--- config.mk ---
export PLATFORM = sky130hd
export DESIGN_NAME = warp_execute
export DESIGN_NICKNAME = d
export VERILOG_FILES = /design/src/rtl/warp_pkg.sv /design/src/rtl/warp_execute.sv
export SDC_FILE = /design/constraint.sdc
export NUM_CORES = 1
export LEC_CHECK = 0
export CAP_MARGIN = 20
export CORE_ASPECT_RATIO = 1.2
export CORE_MARGIN = 2
export CORE_UTILIZATION = 30
export CTS_CLUSTER_SIZE = 24
export DETAILED_ROUTE_END_ITERATION = 16
export DONT_BUFFER_PORTS = 1
export GPL_TIMING_DRIVEN = 0
export PLACE_DENSITY = 0.54
export SYNTH_ARGS = -nofsm -noshare
export SYNTH_HDL_FRONTEND = slang
export SYNTH_SLANG_ARGS = --single-unit
--- constraint.sdc ---
create_clock -name i_clk -period 12.64 [get_ports i_clk]
set_input_delay 0 -clock i_clk [delete_from_list [all_inputs] [get_ports i_clk]]
set_output_delay 0 -clock i_clk [all_outputs]
set_load 0.005 [all_outputs]
--- src/rtl/warp_pkg.sv ---
package warp_pkg;

    // datapath and instruction widths
    localparam int XLEN        = 64;
    localparam int ILEN        = 32;
    localparam int REG_ADDR_W  = 5;
    localparam int NUM_REGS    = 32;
    localparam int QUEUE_DEPTH = 4;

    localparam logic [6:0] OP_REG   = 7'b0110011;
    localparam logic [6:0] OP_IMM   = 7'b0010011;
    localparam logic [6:0] OP_REG_W = 7'b0111011;
    localparam logic [6:0] OP_IMM_W = 7'b0011011;

    localparam logic [2:0] F3_ADD_SUB = 3'b000;
    localparam logic [2:0] F3_SLT     = 3'b010;
    localparam logic [2:0] F3_SLTU    = 3'b011;
    localparam logic [2:0] F3_XOR     = 3'b100;
    localparam logic [2:0] F3_OR      = 3'b110;
    localparam logic [2:0] F3_AND     = 3'b111;

    localparam logic [6:0] F7_BASE = 7'b0000000;
    localparam logic [6:0] F7_SUB  = 7'b0100000;

    typedef struct packed {
        logic [6:0]            funct7;
        logic [REG_ADDR_W-1:0] rs2;
        logic [REG_ADDR_W-1:0] rs1;
        logic [2:0]            funct3;
        logic [REG_ADDR_W-1:0] rd;
        logic [6:0]            opcode;
    } r_fmt_s;

    // the upper seven bits of imm overlay funct7 of the R-type view
    typedef struct packed {
        logic [11:0]           imm;
        logic [REG_ADDR_W-1:0] rs1;
        logic [2:0]            funct3;
        logic [REG_ADDR_W-1:0] rd;
        logic [6:0]            opcode;
    } i_fmt_s;

    typedef union packed {
        r_fmt_s r;
        i_fmt_s i;
    } inst_u;

endpackage

--- src/rtl/warp_execute.sv ---
`timescale 1ns/1ps

module warp_execute (
    input  logic                            i_clk,
    input  logic                            i_rst_n,
    input  logic                            i_valid,
    input  logic [warp_pkg::ILEN-1:0]       i_inst,
    output logic                            o_ready,
    output logic [warp_pkg::REG_ADDR_W-1:0] o_rs1_addr,
    output logic [warp_pkg::REG_ADDR_W-1:0] o_rs2_addr,
    input  logic [warp_pkg::XLEN-1:0]       i_rs1_rdata,
    input  logic [warp_pkg::XLEN-1:0]       i_rs2_rdata,
    output logic                            o_rd_wen,
    output logic [warp_pkg::REG_ADDR_W-1:0] o_rd_addr,
    output logic [warp_pkg::XLEN-1:0]       o_rd_wdata,
    output logic                            o_wb_valid,
    output logic [warp_pkg::REG_ADDR_W-1:0] o_wb_rd,
    output logic [warp_pkg::XLEN-1:0]       o_wb_data,
    input  logic                            i_wb_ready
);
    warp_pkg::inst_u                 inst;
    logic                            fire;
    logic                            is_imm;
    logic                            is_word;
    logic                            is_sub;
    logic [warp_pkg::XLEN-1:0]       imm_ext;
    logic [warp_pkg::XLEN-1:0]       op_a;
    logic [warp_pkg::XLEN-1:0]       op_b;
    logic [warp_pkg::XLEN-1:0]       sum;
    logic [warp_pkg::XLEN-1:0]       result;
    logic                            wb_valid;
    logic [warp_pkg::REG_ADDR_W-1:0] wb_rd;
    logic [warp_pkg::XLEN-1:0]       wb_data;

    assign inst = i_inst;

    // a held write-back that is not yet taken blocks the next instruction
    assign o_ready = !wb_valid || i_wb_ready;
    assign fire    = i_valid && o_ready;

    assign is_imm  = (inst.i.opcode == warp_pkg::OP_IMM) ||
                     (inst.i.opcode == warp_pkg::OP_IMM_W);
    assign is_word = (inst.r.opcode == warp_pkg::OP_REG_W) ||
                     (inst.r.opcode == warp_pkg::OP_IMM_W);
    // funct7 is immediate bits in the I-type view, so only register forms subtract
    assign is_sub  = !is_imm && (inst.r.funct7 == warp_pkg::F7_SUB);
    assign imm_ext = {{(warp_pkg::XLEN-12){inst.i.imm[11]}}, inst.i.imm};

    assign o_rs1_addr = inst.r.rs1;
    assign o_rs2_addr = inst.r.rs2;

    assign op_a = i_rs1_rdata;
    assign op_b = is_imm ? imm_ext : i_rs2_rdata;
    assign sum  = is_sub ? (op_a - op_b) : (op_a + op_b);

    always_comb begin
        case (inst.r.funct3)
            warp_pkg::F3_ADD_SUB: begin
                if (is_word) begin
                    result = {{(warp_pkg::XLEN-32){sum[31]}}, sum[31:0]};
                end else begin
                    result = sum;
                end
            end
            warp_pkg::F3_SLT: begin
                result = {{(warp_pkg::XLEN-1){1'b0}}, $signed(op_a) < $signed(op_b)};
            end
            warp_pkg::F3_SLTU: begin
                result = {{(warp_pkg::XLEN-1){1'b0}}, op_a < op_b};
            end
            warp_pkg::F3_XOR: begin
                result = op_a ^ op_b;
            end
            warp_pkg::F3_OR: begin
                result = op_a | op_b;
            end
            warp_pkg::F3_AND: begin
                result = op_a & op_b;
            end
            default: begin
                result = '0;
            end
        endcase
    end

    // the register file takes the result on the same edge that raises o_wb_valid
    assign o_rd_wen   = fire;
    assign o_rd_addr  = inst.r.rd;
    assign o_rd_wdata = result;

    always_ff @(posedge i_clk) begin
        if (!i_rst_n) begin
            wb_valid <= 1'b0;
        end else if (fire) begin
            wb_valid <= 1'b1;
        end else if (i_wb_ready) begin
            wb_valid <= 1'b0;
        end
    end

    always_ff @(posedge i_clk) begin
        if (fire) begin
            wb_rd   <= inst.r.rd;
            wb_data <= result;
        end
    end

    assign o_wb_valid = wb_valid;
    assign o_wb_rd    = wb_rd;
    assign o_wb_data  = wb_data;
endmodule

==> flow_metrics.py, run 1 <==
metrics = {
    "clock_tree": {
        "clock_latency_ns": 0.40,
        "cts_sinks": 70,
        "post_cts_buffers": 0,
        "cts_buffer_depth": 2,
        "cts-root-buf": "clkbuf_16",
        "ctsHtreeMaxLevel": 3,
        "cts_tree": "done",
        "cts_buffers": 9,
    },
    "critical_path": {
        "cp_slowest_cell": "clkbuf_1",
        "crit_cells": 20,
        "reg2reg_depth": 3,
        "path_delay_family": "simple AND/OR/NAND/NOR gates",
        "criticalPathCategory": "input pin to primary output",
        "critPathMaxStageDelay_ns": 0.93,
        "path_buf_inv": 4,
        "crit_fanout": 10,
        "cp-end-kind": "primary output",
        "worstPathArrival_ns": 7.10,
        "path_cells": "nand4b_1 > or3_1 > nor2_1 > clkbuf_1 > a21o_1 > inv_1 > ha_1 > clkbuf_1 > nor2_1 > o21ai_0 > nand2_1 > nor4_1 > o21ai_1 > a21o_1 > a21oi_1 > mux2i_1 > and3_1 > clkbuf_1 > o21ai_0 > o21ai_0",
        "start_kind": "input pin",
        "cp.required_ns": 12.64,
    },
    "floorplanning": {
        "core_um2": 46810,
        "initial_core_util_pct": 30.26,
        "ios": 315,
        "die_y_um": 242.0,
        "die_x_um": 202.4,
        "dieArea_um2": 48980,
        "rows": 87,
    },
    "timing": {
        "worst_slew_pin_slew_ns": 1.194,
        "finalMaxSlewViolations": 0,
        "final_hold_viol_count": 0,
        "post-route-period-util_pct": 56.20,
        "fmax_ghz": 0.1408,
        "relSlewSlack_pct": 20.40,
        "fin_skew_ns": 0.009943,
        "rsz0062_at_grt": "no",
        "finalSetupViolCount": 0,
        "final.setup.tns_ns": 0,
        "layout_min_cycle_time_ns": 7.104,
    },
    "layout": {
        "layout.nets": 2341,
        "drive_gt1_share_pct": 4.932,
        "synthToLayoutAreaGrowth_pct": 8.638,
        "fin_util_pct": 32.88,
        "final_area_um2": 15390,
        "fill_cells": 5099,
        "diodes": 0,
    },
    "synth": {
        "synth_cell_types": 86,
        "syn_area_um2": 14170,
        "ys_seq_area_share_pct": 14.77,
        "synth-edff-count": 69,
        "post_synth.cell_area_avg_um2": 7.235,
        "yosysWarningCount": 0,
        "ys_ff_latch": 70,
        "synthCells": 1958,
        "async_reset_ff_share_pct": 0,
        "synthFlopType": "edfxtp_1",
        "syn_nets": 2317,
    },
    "power": {
        "power.density_nw_per_um2": 78.16,
        "ir_drop_mv": 0.05410,
        "p_leak_nw": 6.875,
    },
    "drt": {
        "detail_route.first_pass.iterations": 6,
        "drc": 0,
        "drtIter0Drc": 1387,
        "drtAntennaViolNets": 0,
        "detail_route.wl_per_cell_um": 27.65,
        "drt_wl_total_um": 72170,
        "vias_per_cell": 5.918,
        "vias": 15446,
    },
    "run_status": {
        "outcome": "finished clean",
    },
    "placed_design": {
        "dp_hpwl_um": 58710,
        "place.gp.congestion": 0.9771,
        "place_area_um2": 15040,
        "io_buffers": 0,
    },
    "global_routing": {
        "grt_max_degree": 37,
        "grt_use_total_pct": 28.74,
        "grt_pass1_wl_um": 103800,
        "grt_pass1_vias": 15259,
        "globalRouteOverflowTotal": 0,
        "antenna_found_initial": 1,
    },
    "min_path": {
        "hp-class": "input pin to primary output",
        "hold_depth": 1,
    },
    "run": {
        "maxCapViolations": 0,
    },
}
## per-stage QoR
step,hold slack [ns],std cells,power [mW],setup slack [ns]
after floorplan,0.08082,1958,0.7277,8.155
after global placement,0.08405,2581,0.9232,5.434
after detailed placement,0.08254,2587,0.9255,5.500
after CTS,0.08254,2610,1.202,5.838
after global routing,0.08363,2610,1.275,5.331
final,0.08197,2610,1.203,5.536
## synthesized netlist by cell type, drive strengths merged, types with 8 or more instances
master | number | area (µm²)
a211oi | 18 | 140.1
a21o | 81 | 608.1
a21oi | 168 | 852.1
a22oi | 64 | 480.5
a31oi | 16 | 115.1
and2 | 9 | 56.30
and3 | 15 | 93.84
buf | 39 | 227.7
clkbuf | 101 | 379.1
edfxtp | 69 | 2072
ha | 193 | 2415
inv | 233 | 874.6
mux2 | 13 | 146.4
mux2i | 62 | 620.6
nand2 | 118 | 445.4
nand2b | 13 | 81.33
nand3 | 45 | 225.2
nand4 | 30 | 187.7
nor2 | 165 | 621.9
nor2b | 22 | 137.6
nor3 | 32 | 160.2
nor4 | 24 | 150.1
o211ai | 36 | 275.3
o21a | 9 | 67.56
o21ai | 148 | 744.5
o21bai | 30 | 225.2
o221ai | 10 | 93.84
o22ai | 20 | 125.1
o31ai | 18 | 135.1
or3 | 8 | 50.05
xnor2 | 33 | 289.0
xor2 | 10 | 87.58
## state kept, by name (all words and copies together), names as in the netlist
register,flops
o_wb_valid,1
o_wb_rd,5
o_wb_data,64
## per-layer routing
metal	GRT usage [%]	wire length (µm)	part of all wire, %
met1	32.82	27600	38
met2	49.83	35080	49
met3	5.058	5094	7.1
met4	17.13	4398	6.1
met5	0	0	0
## cells in the final DEF (no fill, tap or decap), drive strengths merged, types with 10 or more instances in the layout
cell    instances
a211oi         18
a21o           81
a21oi         168
a22oi          64
a31oi          16
and3           15
buf            45
clkbuf        112
edfxtp         69
ha            193
inv           235
mux2           13
mux2i          62
nand2         118
nand2b         13
nand3          45
nand4          30
nor2          165
nor2b          22
nor3           32
nor4           24
o211ai         36
o21ai         148
o21bai         30
o221ai         10
o22ai          20
o31ai          18
xnor2          33
xor2           10
## cell type report
class	instances	area [µm²]	share of cell area [%]
repair buffers	13	157.7	1.024
flip-flops and latches	70	2092	13.59
inverters	235	882.1	5.732
clock inverters	5	41.29	0.2683
clock buffers	11	242.7	1.577
plain buffers	140	606.8	3.943
well taps	623	779.5	5.065
multi-input cells	1513	10590	68.80
## report_power, final
part	switching (mW)	total, mW	internal (mW)
Clock	0.126	0.266	0.140
Sequential	0.0101	0.292	0.282
Combinational	0.432	0.645	0.213
Total	0.568	1.20	0.635
## repair_timing
item                       4_1_cts  5_1_grt
hold buffers                     7        0
hold endpoints to repair         6        0
gates resized for setup          0        0
setup endpoints to repair        0        0
## kinds of logic after synthesis
| kind of cell | count (synthesis) | share of synthesized area, % |
|---|---|---|
| AOI/OAI and AO/OA | 699 | 32.60 |
| and+or+nand+nor | 501 | 16.72 |
| DFF | 70 | 14.77 |
| buffers and inverters | 375 | 10.51 |
| muxes | 75 | 5.414 |
| xor gates and xnor gates | 43 | 2.659 |
| adders and majority gates | 195 | 17.33 |
## final timing paths
kind         slack, ns        from        endpoint
min reg2reg       1.13  o_wb_valid   o_wb_data[57]
max reg2reg      10.92  o_wb_valid   o_wb_data[37]
max               5.54   i_inst[6]  o_rd_wdata[32]
min               0.08  i_inst[15]   o_rs1_addr[0]
No activity file was read; power rests on OpenSTA's default activity.
==> run 2, diff against run 1 <==
--- a/config.mk
+++ b/config.mk
@@ -13,7 +13,7 @@
 export DETAILED_ROUTE_END_ITERATION = 16
 export DONT_BUFFER_PORTS = 1
 export GPL_TIMING_DRIVEN = 0
-export PLACE_DENSITY = 0.54
+export PLACE_DENSITY = 0.55
 export SYNTH_ARGS = -nofsm -noshare
 export SYNTH_HDL_FRONTEND = slang
 export SYNTH_SLANG_ARGS = --single-unit
==> constraint.sdc (replaced) <==
create_clock -name i_clk -period 5.9 [get_ports i_clk]
set_input_delay 0 -clock i_clk [delete_from_list [all_inputs] [get_ports i_clk]]
set_output_delay 0 -clock i_clk [all_outputs]
set_load 0.005 [all_outputs]
==> flow_metrics.py, run 2 (synthesis gave the netlist of run 1 again) <==
metrics = {
    "drt": {
        "vias": 15492,
        "drt_wl_total_um": 71810,
        "vias_per_cell": 5.936,
        "drtIter0Drc": 1334,
        "drc": 0,
        "drtAntennaViolNets": 0,
        "detail_route.wl_per_cell_um": 27.51,
        "detail_route.first_pass.iterations": 5,
    },
    "clock_tree": {
        "ctsHtreeMaxLevel": 3,
        "post_cts_buffers": 0,
        "cts_sinks": 70,
        "cts_buffer_depth": 2,
        "cts_buffers": 9,
        "clock_latency_ns": 0.40,
        "cts_tree": "done",
        "cts-root-buf": "clkbuf_16",
    },
    "layout": {
        "drive_gt1_share_pct": 5.740,
        "fin_cells": 2610,
        "layout_commonest_cell": "inv_1",
        "layout.nets": 2340,
        "synthToLayoutAreaGrowth_pct": 9.000,
        "final_cell_mix": "inv_1, ha_1, a21oi_1, nor2_1, o21ai_0",
        "largest_reg_flops": 64,
    },
    "critical_path": {
        "reg2reg_depth": 3,
        "path_buf_inv": 4,
        "cp-end-kind": "primary output",
        "cp.required_ns": 5.90,
        "path_delay_family": "simple AND/OR/NAND/NOR gates",
        "rr_endpoint": "o_wb_data[37]",
        "path_cells": "nand4b_1 > or3_1 > clkbuf_2 > buf_2 > mux2_2 > inv_1 > ha_1 > nor2_1 > o311ai_1 > a31oi_1 > nor4_2 > o21ai_1 > a21o_1 > a21oi_1 > mux2i_1 > and3_1 > clkbuf_2 > o22ai_1 > nor2_1",
        "reg2reg_from": "o_wb_valid",
        "criticalPathCategory": "input pin to primary output",
        "critPathMaxStageDelay_ns": 0.49,
        "r2r_slack_ns": 4.22,
        "cp_slowest_cell": "nor4_2",
        "start_kind": "input pin",
        "worstPathArrival_ns": 5.71,
        "crit_fanout": 10,
    },
    "timing": {
        "fin_skew_ns": 0.008702,
        "layout_min_cycle_time_ns": 5.709,
        "setup_slack_ns": 0.1911,
        "relSlewSlack_pct": 15.49,
        "rsz0062_at_grt": "no",
        "worst_slew_pin_slew_ns": 1.268,
        "post-route-period-util_pct": 96.76,
        "finalSetupViolCount": 0,
        "final_hold_viol_count": 0,
        "finalMaxSlewViolations": 0,
        "fmax_ghz": 0.1752,
    },
    "floorplanning": {
        "initial_core_util_pct": 30.26,
        "ios": 315,
        "die_x_um": 202.4,
        "die_y_um": 242.0,
        "core_um2": 46810,
        "dieArea_um2": 48980,
        "rows": 87,
    },
    "run_status": {
        "outcome": "finished clean",
    },
    "min_path": {
        "hp-class": "input pin to primary output",
        "min_to": "o_rs1_addr[0]",
        "min_from": "i_inst[15]",
        "hold_depth": 1,
    },
    "global_routing": {
        "grt_use_total_pct": 28.37,
        "grt_max_degree": 37,
        "grt_pass1_wl_um": 102500,
        "antenna_found_initial": 4,
        "globalRouteOverflowTotal": 0,
        "grt_pass1_vias": 15234,
    },
    "placed_design": {
        "io_buffers": 0,
        "dp_hpwl_um": 57860,
        "dp_slack_ns": -1.127,
        "place.gp.congestion": 1.006,
        "dp.cells": 2584,
    },
    "power": {
        "p_leak_nw": 6.905,
        "ir_drop_mv": 0.1356,
        "power.density_nw_per_um2": 168.7,
    },
    "run": {
        "maxCapViolations": 0,
    },
}
==> run 2: cell count changes in the layout (fill, tap and decap cells not counted), sizes merged <==
| cell | change |
|---|---|
| clkbuf | +1 |
| bufinv | +1 |
| inv | -1 |
| diode | +1 |
| buf | -2 |
| clkinvlp | -1 |
| clkinv | +1 |
==> run 2: layout make-up <==
type	count	area, µm²
antenna	1	2.502
clock inverter	5	58.81
tap	623	779.5
timing repair buffer	12	130.1
fill	5097	31370
sequential	70	2092
clock buffer	11	232.7
inverter	235	882.1
buffer	140	618.1
multi-input combinational	1513	10650
==> run 2: worst max path at each step <==
stage               from  slack (ns)             end  cells after the start
6_report       i_inst[6]        0.19  o_rd_wdata[61]                     19
5_1_grt        i_inst[6]      0.0004  o_rd_wdata[53]                     19
4_1_cts        i_inst[6]        0.02  o_rd_wdata[55]                     20
3_5_place_dp   i_inst[6]       -1.13   o_wb_data[32]                     20
3_3_place_gp   i_inst[6]       -1.05   o_wb_data[32]                     20
2_1_floorplan  i_inst[6]        1.42   o_wb_data[56]                     20
==> run 2: what timing repair did <==
item,in CTS,in global routing
hold endpoints to repair,6,0
endpoints found under the setup margin,66,46
resized for setup,9,15
pin swaps,0,0
hold buffers,7,0
cloned,0,0
==> run 2: metrics by stage <==
| step | cell area (µm²) | TNS [ns] | total power, mW | util (%) | hold WS [ns] |
|---|---|---|---|---|---|
| final | 15440 | 0 | 2.605 | 32.99 | 0.08189 |
| after global routing | 15440 | 0 | 2.752 | 32.99 | 0.08340 |
| after CTS | 15380 | 0 | 2.593 | 32.86 | 0.08254 |
| after detailed placement | 15000 | -41.35 | 1.973 | 32.04 | 0.08254 |
| after global placement | 14950 | -36.55 | 1.968 | 31.93 | 0.08375 |
| after floorplan | 14170 | 0 | 1.559 | - | 0.08082 |
==> run 2: routing by layer <==
metal  global-route usage, %  vias up  routed length [µm]
met2                   49.18      768               34700
li1                        -     7089                   -
met1                   32.47     7441               27350
met3                   5.892      192                5412
met5                       0        -                  13
met4                   15.31        2                4333
==> run 2: power by group <==
part | internal (mW) | switching (mW)
logic | 0.457 | 0.927
registers | 0.605 | 0.0214
clock network | 0.328 | 0.266
total | 1.39 | 1.21
==> run 3, diff against run 2 <==
--- a/config.mk
+++ b/config.mk
@@ -9,11 +9,13 @@
 export CORE_ASPECT_RATIO = 1.2
 export CORE_MARGIN = 2
 export CORE_UTILIZATION = 30
+export CTS_BUF_LIST = sky130_fd_sc_hd__clkbuf_8
 export CTS_CLUSTER_SIZE = 24
 export DETAILED_ROUTE_END_ITERATION = 16
 export DONT_BUFFER_PORTS = 1
 export GPL_TIMING_DRIVEN = 0
 export PLACE_DENSITY = 0.55
+export REMOVE_ABC_BUFFERS = 1
 export SYNTH_ARGS = -nofsm -noshare
 export SYNTH_HDL_FRONTEND = slang
 export SYNTH_SLANG_ARGS = --single-unit
==> constraint.sdc (replaced) <==
create_clock -name i_clk -period 5.9 [get_ports i_clk]
set_input_delay 0 -clock i_clk [delete_from_list [all_inputs] [get_ports i_clk]]
set_output_delay 0 -clock i_clk [all_outputs]
set_load 0.01 [all_outputs]
==> flow_metrics.py, run 3 (synthesis gave the netlist of run 1 again) <==
metrics = {
    "critical_path": {
        "path_cells": "nand4b_1 > or3_4 > buf_12 > mux2_2 > ha_1 > inv_1 > fa_1 > nor2b_1 > o311ai_1 > a211oi_1 > a211oi_2 > o211ai_2 > a311oi_1 > o21ai_1 > a41oi_2 > o221ai_1 > o21ai_0 > o211ai_1 > o31ai_1 > dlygate4sd3_1",
        "critPathMaxStageDelay_ns": 0.63,
        "crit_fanout": 38,
        "cp.required_ns": 6.22,
        "criticalPathCategory": "input pin to flip-flop",
        "cp-end-kind": "flip-flop",
        "start_kind": "input pin",
        "worstPathArrival_ns": 5.97,
        "cp_slowest_cell": "dlygate4sd3_1",
    },
    "run": {
        "maxCapViolations": 0,
    },
    "min_path": {
        "hp-class": "input pin to primary output",
    },
    "drt": {
        "drtIter0Drc": 1058,
        "drt_wl_total_um": 59860,
        "drc": 0,
        "detail_route.first_pass.iterations": 5,
        "drtAntennaViolNets": 0,
        "vias": 14401,
        "detail_route.wl_per_cell_um": 24.15,
        "vias_per_cell": 5.809,
    },
    "placed_design": {
        "place_area_um2": 14580,
        "io_buffers": 0,
        "dp_slack_ns": -1.235,
        "dp_hpwl_um": 45370,
        "place.gp.congestion": 0.9123,
    },
    "power": {
        "p_leak_nw": 6.696,
        "p_sw_mw": 1.134,
        "p_sw_share_pct": 45.77,
        "ir_drop_mv": 0.1256,
        "comb_power_share_pct": 52.2,
        "p_clk_share_pct": 21.8,
        "power.density_nw_per_um2": 165.2,
        "seqPwrFrac_pct": 26.0,
        "p_int_mw": 1.344,
    },
    "global_routing": {
        "grt_use_total_pct": 23.45,
        "grt_max_degree": 93,
        "grt_pass1_vias": 14053,
        "grt_pass1_wl_um": 87960,
        "globalRouteOverflowTotal": 0,
        "antenna_found_initial": 0,
    },
    "floorplanning": {
        "rows": 87,
        "dieArea_um2": 48980,
        "ios": 315,
        "die_x_um": 202.4,
        "core_um2": 46810,
        "die_y_um": 242.0,
        "initial_core_util_pct": 30.26,
    },
    "layout": {
        "layout.nets": 2210,
        "fin_util_pct": 32.04,
        "largest_reg_flops": 64,
        "final_cell_mix": "inv_1, ha_1, a21oi_1, nor2_1, o21ai_0",
        "drive_gt1_share_pct": 4.741,
        "diodes": 0,
        "synthToLayoutAreaGrowth_pct": 5.882,
        "layout_commonest_cell": "inv_1",
        "final_area_um2": 15000,
    },
    "clock_tree": {
        "ctsHtreeMaxLevel": 3,
        "clock_latency_ns": 0.46,
        "path_clk_slew_ns": 0.08,
        "cts_buffer_depth": 2,
        "cts_sinks": 70,
        "cts_buffers": 9,
        "cts-root-buf": "clkbuf_8",
        "cts_tree": "done",
    },
    "timing": {
        "post-route-period-util_pct": 95.71,
        "finalSetupViolCount": 0,
        "fmax_ghz": 0.1771,
        "final.setup.tns_ns": 0,
        "final_hold_viol_count": 0,
        "setup_slack_ns": 0.2533,
        "worst_slew_pin_slew_ns": 1.017,
        "relSlewSlack_pct": 32.22,
        "finalMaxSlewViolations": 0,
        "layout_min_cycle_time_ns": 5.647,
        "fin_skew_ns": 0.01301,
        "rsz0062_at_grt": "no",
    },
    "run_status": {
        "outcome": "finished clean",
    },
}
==> run 3: what timing repair did <==
item / CTS / global route
setup endpoints to repair: 64 / 23
gates resized for setup: 3 / 7
hold endpoints to repair: 9 / 0
buffers inserted: 1 / 0
pin swaps: 2 / 1
gates cloned: 1 / 0
hold buffers: 10 / 0
==> run 3: path summary, 6_finish.rpt <==
kind	to	slack, ns	startpoint	cells after the start
worst min-delay path	o_rs2_addr[3]	0.00003	i_inst[23]	0
worst max register to register	o_wb_data[39]	4.22	o_wb_valid	3
worst max-delay path	o_wb_data[0]	0.25	i_inst[6]	20
worst min register to register	o_wb_data[61]	1.11	o_wb_valid	2
==> run 3: critical path: cells and delay by family <==
family / cells / cell delay, ns
compound gates: 11 / 3.20
buf+inv: 3 / 0.95
simple gates: 3 / 0.87
fa+ha+maj: 2 / 0.59
mux: 1 / 0.29
==> run 3: layer usage <==
layer | track usage, % | routed length [µm] | vias to the layer above
met5 | 0 | 0 | -
met4 | 7.900 | 1656 | 0
met3 | 4.305 | 3559 | 90
met2 | 42.03 | 29860 | 552
met1 | 27.88 | 24790 | 6946
li1 | - | - | 6813
==> run 3: final cells by class <==
cell class	instances	area, µm²
clock inverters	6	110.1
fillers	5062	31810
flip-flops and latches	70	2092
multi-input cells	1514	10690
well taps	623	779.5
repair buffers	21	302.8
clock buffers	10	137.6
inverters	235	884.6
==> run 3: power by group through the flow <==
stage                     Clock, mW  Sequential [mW]  Combinational, mW
after global routing          0.571            0.647               1.41
after global placement            0            0.659               1.24
after detailed placement          0            0.655               1.26
after floorplan                   0            0.650              0.906
final                         0.541            0.643               1.29
after CTS                     0.557            0.644               1.27
==> run 3: metrics by stage <==
stage | hold slack (ns) | total power, mW | instances
2_1_floorplan | 0 | 1.557 | 1818
3_3_place_gp | 0.00008006 | 1.895 | 2441
3_5_place_dp | 0.00007905 | 1.912 | 2451
4_1_cts | 0.00007905 | 2.475 | 2479
5_1_grt | 0.00003626 | 2.624 | 2479
6_report | 0.00002569 | 2.478 | 2479
